`config.mk`:
```
export PLATFORM = sky130hd
export DESIGN_NAME = exe_stage
export DESIGN_NICKNAME = d
export VERILOG_FILES = /design/src/exe_pkg.sv /design/src/muldiv_if.sv /design/src/int_alu.sv /design/src/muldiv_unit.sv /design/src/exe_stage.sv
export SDC_FILE = /design/constraint.sdc
export NUM_CORES = 2
export LEC_CHECK = 0
export BUFFER_PORTS_ARGS = -buffer_cell sky130_fd_sc_hd__buf_2
export CAP_MARGIN = 10
export CORE_ASPECT_RATIO = 2
export CORE_MARGIN = 10
export CORE_UTILIZATION = 51
export CTS_BUF_LIST = sky130_fd_sc_hd__clkbuf_8
export CTS_CLUSTER_DIAMETER = 120
export DETAILED_ROUTE_END_ITERATION = 7
export HOLD_SLACK_MARGIN = 0.1
export PLACE_DENSITY = 0.7
export RECOVER_POWER = 100
export SLEW_MARGIN = 10
export SYNTH_ARGS = -nofsm -noshare
export SYNTH_HDL_FRONTEND = slang
export SYNTH_HIERARCHICAL = 1
export SYNTH_SLANG_ARGS = --single-unit
```
`constraint.sdc`:
```
create_clock -name clk -period 10.95 [get_ports clk]
set_clock_uncertainty 0.15 [all_clocks]
set_input_delay 0.5475 -clock clk [delete_from_list [all_inputs] [get_ports clk]]
set_output_delay 0.5475 -clock clk [all_outputs]
set_load 0.02 [all_outputs]
```
`src/exe_pkg.sv`:
```
// Execute stage definitions
package exe_pkg;

    typedef logic [31:0] data_t;         // Operands, results and addresses
    typedef logic [4:0]  reg_addr_t;     // Register file index
    typedef logic [4:0]  alu_op_t;       // Bit 4 set selects the M extension
    typedef logic [1:0]  store_op_t;
    typedef logic [2:0]  load_op_t;      // Passed through to memory stage
    typedef logic [3:0]  be_t;
    typedef logic [1:0]  data_origin_t;  // Bit 0 imm as op 2, bit 1 link is pc+4
    typedef logic [1:0]  data_target_t;  // Writeback value select

    // Base ALU operations, bit 4 clear
    localparam alu_op_t ALU_ADD  = 5'b0_0000;
    localparam alu_op_t ALU_SUB  = 5'b0_0001;
    localparam alu_op_t ALU_SLL  = 5'b0_0010;
    localparam alu_op_t ALU_SLT  = 5'b0_0011;
    localparam alu_op_t ALU_SLTU = 5'b0_0100;
    localparam alu_op_t ALU_XOR  = 5'b0_0101;
    localparam alu_op_t ALU_SRL  = 5'b0_0110;
    localparam alu_op_t ALU_SRA  = 5'b0_0111;
    localparam alu_op_t ALU_OR   = 5'b0_1000;
    localparam alu_op_t ALU_AND  = 5'b0_1001;
    localparam alu_op_t ALU_LUI  = 5'b0_1010;  // Passes operand 2

    // M extension, low three bits are funct3
    localparam alu_op_t MUL    = 5'b1_0000;
    localparam alu_op_t MULH   = 5'b1_0001;
    localparam alu_op_t MULHSU = 5'b1_0010;
    localparam alu_op_t MULHU  = 5'b1_0011;
    localparam alu_op_t DIV    = 5'b1_0100;
    localparam alu_op_t DIVU   = 5'b1_0101;
    localparam alu_op_t REM    = 5'b1_0110;
    localparam alu_op_t REMU   = 5'b1_0111;

    // Store widths, the fourth code gives zero data
    localparam store_op_t STORE_SB = 2'b00;
    localparam store_op_t STORE_SH = 2'b01;
    localparam store_op_t STORE_SW = 2'b10;

    typedef enum logic [1:0] {
        MD_IDLE,
        MD_RUN,
        MD_DONE
    } md_state_t;

    // One iteration per operand bit
    localparam int MD_CYCLES = 32;

endpackage

```
`src/muldiv_if.sv`:
```
// Multiply and divide bus
interface muldiv_if;
    import exe_pkg::*;

    data_t      op_a;
    data_t      op_b;
    logic [2:0] funct;   // funct3 of the M instruction
    logic       start;   // Sampled only while the unit is idle
    data_t      result;  // Held until the next start
    logic       busy;

    modport requester (
        output op_a,
        output op_b,
        output funct,
        output start,
        input  result,
        input  busy
    );

    modport unit (
        input  op_a,
        input  op_b,
        input  funct,
        input  start,
        output result,
        output busy
    );

endinterface

```
`src/int_alu.sv`:
```
// RV32I integer ALU
module int_alu (
    input  exe_pkg::alu_op_t alu_op_i,
    input  exe_pkg::data_t   op_a_i,
    input  exe_pkg::data_t   op_b_i,
    output exe_pkg::data_t   result_o
);
    import exe_pkg::*;

    alu_op_t    base_op;
    logic [4:0] shamt;
    logic       lt_signed;
    logic       lt_unsigned;

    // Only the low four bits name a base operation
    assign base_op = {1'b0, alu_op_i[3:0]};
    assign shamt   = op_b_i[4:0];

    assign lt_signed   = $signed(op_a_i) < $signed(op_b_i);
    assign lt_unsigned = op_a_i < op_b_i;

    always_comb
    begin
        case (base_op)
            ALU_ADD:
                result_o = op_a_i + op_b_i;
            ALU_SUB:
                result_o = op_a_i - op_b_i;
            ALU_SLL:
                result_o = op_a_i << shamt;
            ALU_SLT:
                result_o = {31'b0, lt_signed};
            ALU_SLTU:
                result_o = {31'b0, lt_unsigned};
            ALU_XOR:
                result_o = op_a_i ^ op_b_i;
            ALU_SRL:
                result_o = op_a_i >> shamt;
            ALU_SRA:
                result_o = data_t'($signed(op_a_i) >>> shamt);  // Sign fill
            ALU_OR:
                result_o = op_a_i | op_b_i;
            ALU_AND:
                result_o = op_a_i & op_b_i;
            ALU_LUI:
                result_o = op_b_i;  // Immediate already shifted by decode
            default:
                result_o = '0;
        endcase
    end

endmodule

```
`src/muldiv_unit.sv`:
```
// Iterative RV32M unit
module muldiv_unit (
    input logic    clk,
    input logic    rst_n,
    muldiv_if.unit md
);
    import exe_pkg::*;

    localparam int CNT_W = $clog2(MD_CYCLES);

    md_state_t        state_q;
    logic [CNT_W-1:0] cnt_q;
    data_t            res_q;
    logic [2:0]       funct_q;
    data_t            a_q;         // Raw dividend for divide by zero
    data_t            b_q;         // Magnitude of operand b
    data_t            hi_q;        // Product high half or partial remainder
    data_t            lo_q;        // Multiplier bits, then quotient bits
    logic             neg_q;       // Product or quotient is negative
    logic             neg_rem_q;
    logic             div_zero_q;
    logic             div_ovf_q;

    logic        a_signed;
    logic        b_signed;
    logic        neg_a;
    logic        neg_b;
    data_t       mag_a;
    data_t       mag_b;
    logic [32:0] mul_sum;
    logic [32:0] div_shift;
    logic [32:0] div_diff;
    data_t       hi_n;
    data_t       lo_n;
    logic [63:0] prod;
    data_t       quot;
    data_t       rem;
    data_t       fin;
    logic        last;

    assign a_signed = (md.funct == MULH[2:0]) || (md.funct == MULHSU[2:0])
                   || (md.funct == DIV[2:0]) || (md.funct == REM[2:0]);
    assign b_signed = (md.funct == MULH[2:0]) || (md.funct == DIV[2:0])
                   || (md.funct == REM[2:0]);

    assign neg_a = a_signed & md.op_a[31];
    assign neg_b = b_signed & md.op_b[31];
    assign mag_a = neg_a ? -md.op_a : md.op_a;
    assign mag_b = neg_b ? -md.op_b : md.op_b;

    // One shift-add or restore step per cycle
    assign mul_sum   = {1'b0, hi_q} + (lo_q[0] ? {1'b0, b_q} : 33'd0);
    assign div_shift = {hi_q, lo_q[31]};
    assign div_diff  = div_shift - {1'b0, b_q};

    always_comb
    begin
        if (funct_q[2])
        begin
            hi_n = div_diff[32] ? div_shift[31:0] : div_diff[31:0];
            lo_n = {lo_q[30:0], ~div_diff[32]};
        end
        else
        begin
            hi_n = mul_sum[32:1];
            lo_n = {mul_sum[0], lo_q[31:1]};
        end
    end

    // Sign fix-up and RISC-V corner cases on the final step
    assign prod = neg_q ? -{hi_n, lo_n} : {hi_n, lo_n};
    assign quot = neg_q ? -lo_n : lo_n;
    assign rem  = neg_rem_q ? -hi_n : hi_n;

    always_comb
    begin
        if (!funct_q[2])
            fin = (funct_q == MUL[2:0]) ? prod[31:0] : prod[63:32];
        else if (div_zero_q)
            fin = funct_q[1] ? a_q : '1;
        else if (div_ovf_q)
            fin = funct_q[1] ? '0 : a_q;  // Most negative over -1
        else
            fin = funct_q[1] ? rem : quot;
    end

    assign last = (cnt_q == CNT_W'(MD_CYCLES - 1));

    always_ff @(posedge clk or negedge rst_n)
    begin
        if (!rst_n)
        begin
            state_q <= MD_IDLE;
            cnt_q   <= '0;
            res_q   <= '0;
        end
        else
        begin
            case (state_q)
                MD_IDLE:
                begin
                    cnt_q <= '0;
                    if (md.start)
                        state_q <= MD_RUN;
                end
                MD_RUN:
                begin
                    cnt_q <= cnt_q + 1'b1;
                    if (last)
                    begin
                        state_q <= MD_DONE;
                        res_q   <= fin;
                    end
                end
                default:
                    state_q <= MD_IDLE;  // Done lasts a single cycle
            endcase
        end
    end

    always_ff @(posedge clk)
    begin
        if (state_q == MD_IDLE && md.start)
        begin
            funct_q    <= md.funct;
            a_q        <= md.op_a;
            b_q        <= mag_b;
            hi_q       <= '0;
            lo_q       <= mag_a;
            neg_q      <= neg_a ^ neg_b;
            neg_rem_q  <= neg_a;
            div_zero_q <= (md.op_b == '0);
            div_ovf_q  <= b_signed & (md.op_a == 32'h8000_0000) & (&md.op_b);
        end
        else if (state_q == MD_RUN)
        begin
            hi_q <= hi_n;
            lo_q <= lo_n;
        end
    end

    assign md.result = res_q;
    assign md.busy   = (state_q == MD_RUN);

endmodule

```
`src/exe_stage.sv`:
```
// Pipeline execute stage
module exe_stage (
    input  logic                  clk,
    input  logic                  rst_n,
    input  exe_pkg::alu_op_t      e_alu_op_i,
    input  exe_pkg::store_op_t    e_store_op_i,
    input  exe_pkg::load_op_t     e_load_op_i,
    input  exe_pkg::data_origin_t e_data_origin_i,
    input  exe_pkg::data_target_t e_data_target_i,
    input  exe_pkg::data_t        e_rs1_i,
    input  exe_pkg::data_t        e_rs2_i,
    input  exe_pkg::data_t        e_imm_i,
    input  exe_pkg::data_t        e_pc4_i,
    input  exe_pkg::data_t        e_brj_pc_i,
    input  exe_pkg::reg_addr_t    e_waddr_i,
    input  logic                  e_regfile_wr_i,
    input  logic                  e_is_load_store_i,
    input  logic                  e_data_wr_i,
    input  logic                  e_data_rd_i,
    input  exe_pkg::be_t          e_data_be_i,
    input  logic                  stall_general_i,
    output exe_pkg::reg_addr_t    m_waddr_o,
    output exe_pkg::data_t        m_rd_o,
    output exe_pkg::data_t        m_data_addr_o,
    output exe_pkg::data_t        alu_o,
    output logic                  m_regfile_wr_o,
    output logic                  m_is_load_store_o,
    output logic                  m_data_wr_o,
    output logic                  m_data_rd_o,
    output exe_pkg::be_t          m_data_be_o,
    output exe_pkg::load_op_t     m_load_op_o,
    output logic                  d_alu_busy_o
);
    import exe_pkg::*;

    data_t op_b;
    data_t alu_i_res;   // Base ALU result
    data_t store_data;
    data_t rd_val;
    logic  finish_q;    // Busy seen last cycle

    muldiv_if md_bus ();

    assign op_b = e_data_origin_i[0] ? e_imm_i : e_rs2_i;

    int_alu u_int_alu (
        .alu_op_i (e_alu_op_i),
        .op_a_i   (e_rs1_i),
        .op_b_i   (op_b),
        .result_o (alu_i_res)
    );

    // Blocks a restart of a held M instruction once busy has dropped
    always_ff @(posedge clk or negedge rst_n)
    begin
        if (!rst_n)
            finish_q <= 1'b0;
        else
            finish_q <= md_bus.busy;
    end

    assign md_bus.op_a  = e_rs1_i;
    assign md_bus.op_b  = op_b;
    assign md_bus.funct = e_alu_op_i[2:0];
    assign md_bus.start = e_alu_op_i[4] & ~finish_q;

    muldiv_unit u_muldiv_unit (
        .clk   (clk),
        .rst_n (rst_n),
        .md    (md_bus)
    );

    assign d_alu_busy_o = md_bus.busy;
    assign alu_o        = e_alu_op_i[4] ? md_bus.result : alu_i_res;

    always_comb
    begin
        case (e_store_op_i)
            STORE_SB: store_data = {24'b0, e_rs2_i[7:0]};
            STORE_SH: store_data = {16'b0, e_rs2_i[15:0]};
            STORE_SW: store_data = e_rs2_i;
            default:  store_data = '0;
        endcase
    end

    always_comb
    begin
        case (e_data_target_i)
            2'd0:    rd_val = alu_o;
            2'd1:    rd_val = store_data;
            2'd2:    rd_val = '0;
            default: rd_val = e_data_origin_i[1] ? e_pc4_i : e_brj_pc_i;  // Link address
        endcase
    end

    // Memory stage register, holds while stalled
    always_ff @(posedge clk or negedge rst_n)
    begin
        if (!rst_n)
        begin
            m_waddr_o         <= '0;
            m_rd_o            <= '0;
            m_data_addr_o     <= '0;
            m_regfile_wr_o    <= 1'b0;
            m_is_load_store_o <= 1'b0;
            m_data_wr_o       <= 1'b0;
            m_data_rd_o       <= 1'b0;
            m_data_be_o       <= '0;
            m_load_op_o       <= '0;
        end
        else if (!stall_general_i)
        begin
            m_waddr_o         <= e_waddr_i;
            m_rd_o            <= rd_val;
            m_data_addr_o     <= alu_o;  // Base plus offset for loads and stores
            m_regfile_wr_o    <= e_regfile_wr_i;
            m_is_load_store_o <= e_is_load_store_i;
            m_data_wr_o       <= e_data_wr_i;
            m_data_rd_o       <= e_data_rd_i;
            m_data_be_o       <= e_data_be_i;
            m_load_op_o       <= e_load_op_i;
        end
    end

endmodule

```
# == After elaboration in Yosys (flattened, before gate mapping) ==
# Index checks and enable logic that the tools add are counted.
# W data, S select, Z words.
# totals
regBits,255
input_bits,190
output_inout_bits,113
wordCells,116
# classes
n_addsub,10
order_cmp,2
n_eq_ne,23
n_shift,3
mux,28
n_bitwise,11
n_reduce_logical,17
# op_table
op,count
$mux W32,20
$pmux W32 S11,1
$pmux W32 S3,2
$neg A32 Y32,4
$lt A32 B32 Y1,2
$mux W64,1
$neg A64 Y64,1
$add A32 B33 Y33,1
$sub A33 B32 Y33,1
$add A32 B32 Y32,1
$and A32 B32 Y32,1
$eq A32 B32 Y1 const B,1
$logic_not A32 Y1,1
$or A32 B32 Y32,1
$reduce_and A32 Y1,1
$shl A32 B5 Y32,1
$shr A32 B5 Y32,1
$sshr A32 B5 Y32,1
$sub A32 B32 Y32,1
$xor A32 B32 Y32,1
$eq A4 B3 Y1 const B,4
$eq A4 B4 Y1 const B,3
$pmux W5 S2,1
$eq A4 B2 Y1 const B,2
21 further kinds,40

# == Depth between registers and ports, before layout ==
# depth
word_depth,9
mapped_depth,23

# == Hierarchy ==
# Netlist, hierarchy kept.
# by_module_without_submodules
mod,n_inst,cells_each,area_each_um2,seq_area_each_um2
muldiv_unit,1,2151,17088.9,4709.5
int_alu,1,1381,8932.3,0.0
exe_stage,1,378,4780.8,2026.9

# == Least setup slack after synthesis ==
# OpenSTA, ideal clock, no wires.
# synth_path
kind,input port to output port
start,in e_data_origin_i[0]
end,out alu_o[29]
arrival_ns,4.934
required_ns,10.253
path_slack_ns,5.319
stages,18
path_cell_list,clkbuf_1 > buf_2 > mux2_1 > inv_1 > buf_2 > buf_1 > buf_1 > ha_1 > nand2b_1 > o311ai_1 > a211oi_1 > nor2_1 > or4_1 > o21ai_2 > a311oi_1 > a221o_1 > a221o_1 > mux2_4
# synth_between
elab_chain_len,4
# synth_lines
item,line_no,source
"start, declared",exe_stage.sv:8,"input exe_pkg::data_origin_t e_data_origin_i,"
$mux W32 *,exe_stage.sv:44,assign op_b = e_data_origin_i[0] ? e_imm_i : e_rs2_i;
net md_bus.op_b[2],muldiv_if.sv:6,data_t op_b;
$sub A32 B32 Y32 (tied with other cells),int_alu.sv:28,result_o = op_a_i - op_b_i;
$pmux W32 S11 *,int_alu.sv:24,case (base_op)
net alu_i_res[29],exe_stage.sv:37,data_t alu_i_res;
$mux W32 *,exe_stage.sv:74,assign alu_o = e_alu_op_i[4] ? md_bus.result : alu_i_res;
"end, declared",exe_stage.sv:25,"output exe_pkg::data_t alu_o,"
# The timed path passes the listed nets; every way through them passes the cells marked *.

# == Worst setup path after layout ==
# layout_path
start,reg u_muldiv_unit.state_q[1]
end,"reg u_muldiv_unit.lo_q[23], enable pin"
# layout_between
elab_chain_len,3
# layout_lines
item,line_no,source
"start, declared",muldiv_unit.sv:11,md_state_t state_q;
"start signal, assigned",muldiv_unit.sv:93,state_q <= MD_IDLE;
"start signal, assigned",muldiv_unit.sv:104,state_q <= MD_RUN;
"start signal, assigned",muldiv_unit.sv:111,state_q <= MD_DONE;
$logic_not A2 Y1,muldiv_unit.sv:123,if (state_q == MD_IDLE && md.start)
$logic_and A1 B1 Y1,muldiv_unit.sv:123,
$reduce_bool A2 Y1 (no line) *,n/a,
"end signal, assigned",muldiv_unit.sv:129,lo_q <= mag_a;
"end signal, assigned",muldiv_unit.sv:138,lo_q <= lo_n;
"end, declared",muldiv_unit.sv:18,data_t lo_q;
# Mark *: on every way between the ends. The rest lies on a longest branch, timed or not.
# A chain may end at the register's enable or synchronous reset.

==> qor.txt <==
worst setup margin: 2.255 ns
hpwl dp: 134.8 mm
power density over the cells: 194.6 mW/mm²
post-CTS resize count: 0
Crit. End Element: flop
RSZ-0062 raised after global routing: no
Hold-fix buffers, CTS: 35
Initial Util: 0.5142
GR Util All Layers: 0.4838
Post-Syn Area: 0.03080 mm²
Inst Count DP: 4800
Initial DRC Count: 4232
yosys warns: 6
largest net degree at the start of global routing: 128
Power, Total: 6549 µW
failing checks: design-rule violations, max-capacitance violations, max-slew violations
slew margin rel.: -1.567
Post-Syn Area per Cell: 7.878 µm²
reg-to-reg slack, setup: 2.26 ns
die height: 367.6 µm
# DRC: 3
pre-CTS setup slack: 4.417 ns
Fin Setup TNS: 0 ns
Cell variety after synth: 130
Worst-Margin Slew: 3.850 ns
Max Clk Rate: 115.0 MHz
cell row count: 127
Crit path required time: 10.89 ns
routed via count: 35840
ys async rst share: 0.4706
area share of the largest cell type after synthesis: 0.1004
WL/cell: 36.20 µm
share of cells above drive strength 1: 0.1273
Sink Count: 255
FF+latch count, synth: 255
Mapped Cells: 3910
CTS H-tree lvls: 2
Top FF cell, synth: dfrtp_1
Placed Instance Area: 0.03270 mm²
global placement routability congestion: 1.155
CTS tree: done
core area: 0.05991 mm²
final number of hold-violating endpoints: 0
Die ar.: 0.07122 mm²
fill count: 5877
Post-Syn Nets: 4275
drt pass-1 iters: 8
vias in the first global route: 35570
crit path max fanout: 44
nets@finish: 4471
CTS buffer count: 42
synthesis-to-finish area growth: 9.270%
IO Pins: 303
Tmin final: 8.695 ns
Crit Path Class: flop to flop
setup bufs post-CTS: 0
PortBufs: 302
design area: 0.03366 mm²
post-synth top area cell: edfxtp_1
Post-Layout Cell Count: 4935
max-slew violations: 634
Final ANT Viol Nets: 0
Worst Hold Class: input pin to flop
Die X-Extent: 193.8 µm
final WL: 178.6 mm
root buffer cell: clkbuf_8
VDD IR-drop max: 0.1546 mV
commonest cells after routing, fill and taps aside: 374 x nand2_1, 355 x a21oi_1, 345 x nor2_1, 256 x o21ai_0, 199 x inv_1
maximum buffer depth of the clock tree: 3
fin crit share: 0.7941
global-route wire length before repair: 255.5 mm
Seq/Total Area, Yosys: 0.2187
commonest non-fill, non-tap cell in the layout: nand2_1
status: complete, but fails checks
Leak: 0.01359 µW
CP startpoint kind: flop
critical path arrival: 8.64 ns
EDFF count, synth: 103
top cells by area, synth: edfxtp_1 10%, dfrtp_1 9.7%, ha_1 6.9%
antenna violations before repair: 31
Worst-Skew Late Latency: 0.67 ns
CTS clk-pin slew, worst paths: 0.07 ns
endpoints failing setup: 0
Max-cap violations: 17
grt ovf: 0
vias per cell: 7.263
==> metal layers <==
layer	track usage	wire, µm	up-vias
met5	0.004110	63	-
met4	0.5709	25870	10
met3	0.1463	16760	1165
met2	0.7920	83810	2663
met1	0.4391	52120	16960
li1	-	-	15050
==> cell families (layout without fill, tap and decap cells) <==
group,count (synthesis),count (layout),synth area share
adders and majority gates,175,175,0.07206
AOI/OAI and AO/OA,1313,1313,0.2899
muxes,291,291,0.1126
and+or+nand+nor,1255,1255,0.1967
xor gates and xnor gates,169,169,0.04805
DFF,255,255,0.2187
buffers and inverters,452,681,0.06195
other,0,22,0
==> registers in the layout (all words and copies together), names as in the netlist, 2 cells and up <==
name and cells:
u_muldiv_unit/funct_q 3, u_muldiv_unit/a_q 32, u_muldiv_unit/hi_q 32, u_muldiv_unit/lo_q 32
m_data_addr_o 32, u_muldiv_unit/b_q 32, m_rd_o 32, u_muldiv_unit/cnt_q 5
u_muldiv_unit/state_q 2, m_data_be_o 4, m_waddr_o 5, u_muldiv_unit/md.result 32
m_load_op_o 3
==> worst max-delay path, stage by stage (launching register included) <==
cell	delay, ns
dfrtp_1	0.53
nor2_1	0.07
nand2_1	0.07
clkbuf_1	1.85
clkinvlp_2	2.15
nor2_2	0.35
clkbuf_1	1.27
inv_1	0.73
clkbuf_1	0.87
==> worst paths after layout <==
| kind | start | to | depth (start not counted) |
|---|---|---|---|
| max reg2reg | u_muldiv_unit/state_q[1] | u_muldiv_unit/lo_q[23] | 8 |
| min reg2reg | m_data_addr_o[3] | m_data_addr_o[3] | 1 |
| max | u_muldiv_unit/state_q[1] | u_muldiv_unit/lo_q[23] | 8 |
| max in group asynchronous | rst_n | u_muldiv_unit/md.result[8] | 3 |
| min in group asynchronous | rst_n | m_data_addr_o[26] | 2 |
| min | e_rs2_i[11] | m_rd_o[11] | 3 |
==> final cells by class <==
type,count,area [µm²],share of cell area
Antenna cell,22,55.05,0.001636
Clock buffer,50,688.2,0.02045
Clock inverter,27,232.7,0.006914
Inverter,195,733.2,0.02178
Multi-Input combinational cell,3203,22090,0.6562
Sequential cell,255,6736,0.2001
Tap cell,774,968.4,0.02877
Timing Repair Buffer,409,2156,0.06405
==> cell usage after synthesis, types with 44 or more instances <==
cell type  count
a211oi_1      72
edfxtp_1     103
nand3_1       84
xnor2_1       91
mux2_2       137
nand2_1      374
and2_1        59
dfrtp_1      120
a21o_1        44
buf_2         56
o211ai_1      50
a31oi_1       48
nor2_1       349
o31ai_1       44
ha_1         171
mux2i_1      101
nor3_1        94
inv_1        190
clkbuf_1     159
o21ai_0      255
xor2_1        78
a21oi_1      353
==> stage by stage <==
stage                     hold WS, ns    util
final                          0.1258  0.5618
after global routing           0.1398  0.5610
after CTS                      0.1031  0.5670
after detailed placement       0.3380  0.5458
after global placement         0.3249  0.5458
after floorplan                0.1019       -
==> power by group <==
part           total [µW]  switching (µW)  internal (µW)
registers            1370             186           1180
clock network         970             474            496
logic                4210            2860           1350
total                6550            3520           3030
(Power assumes the default switching activity.)
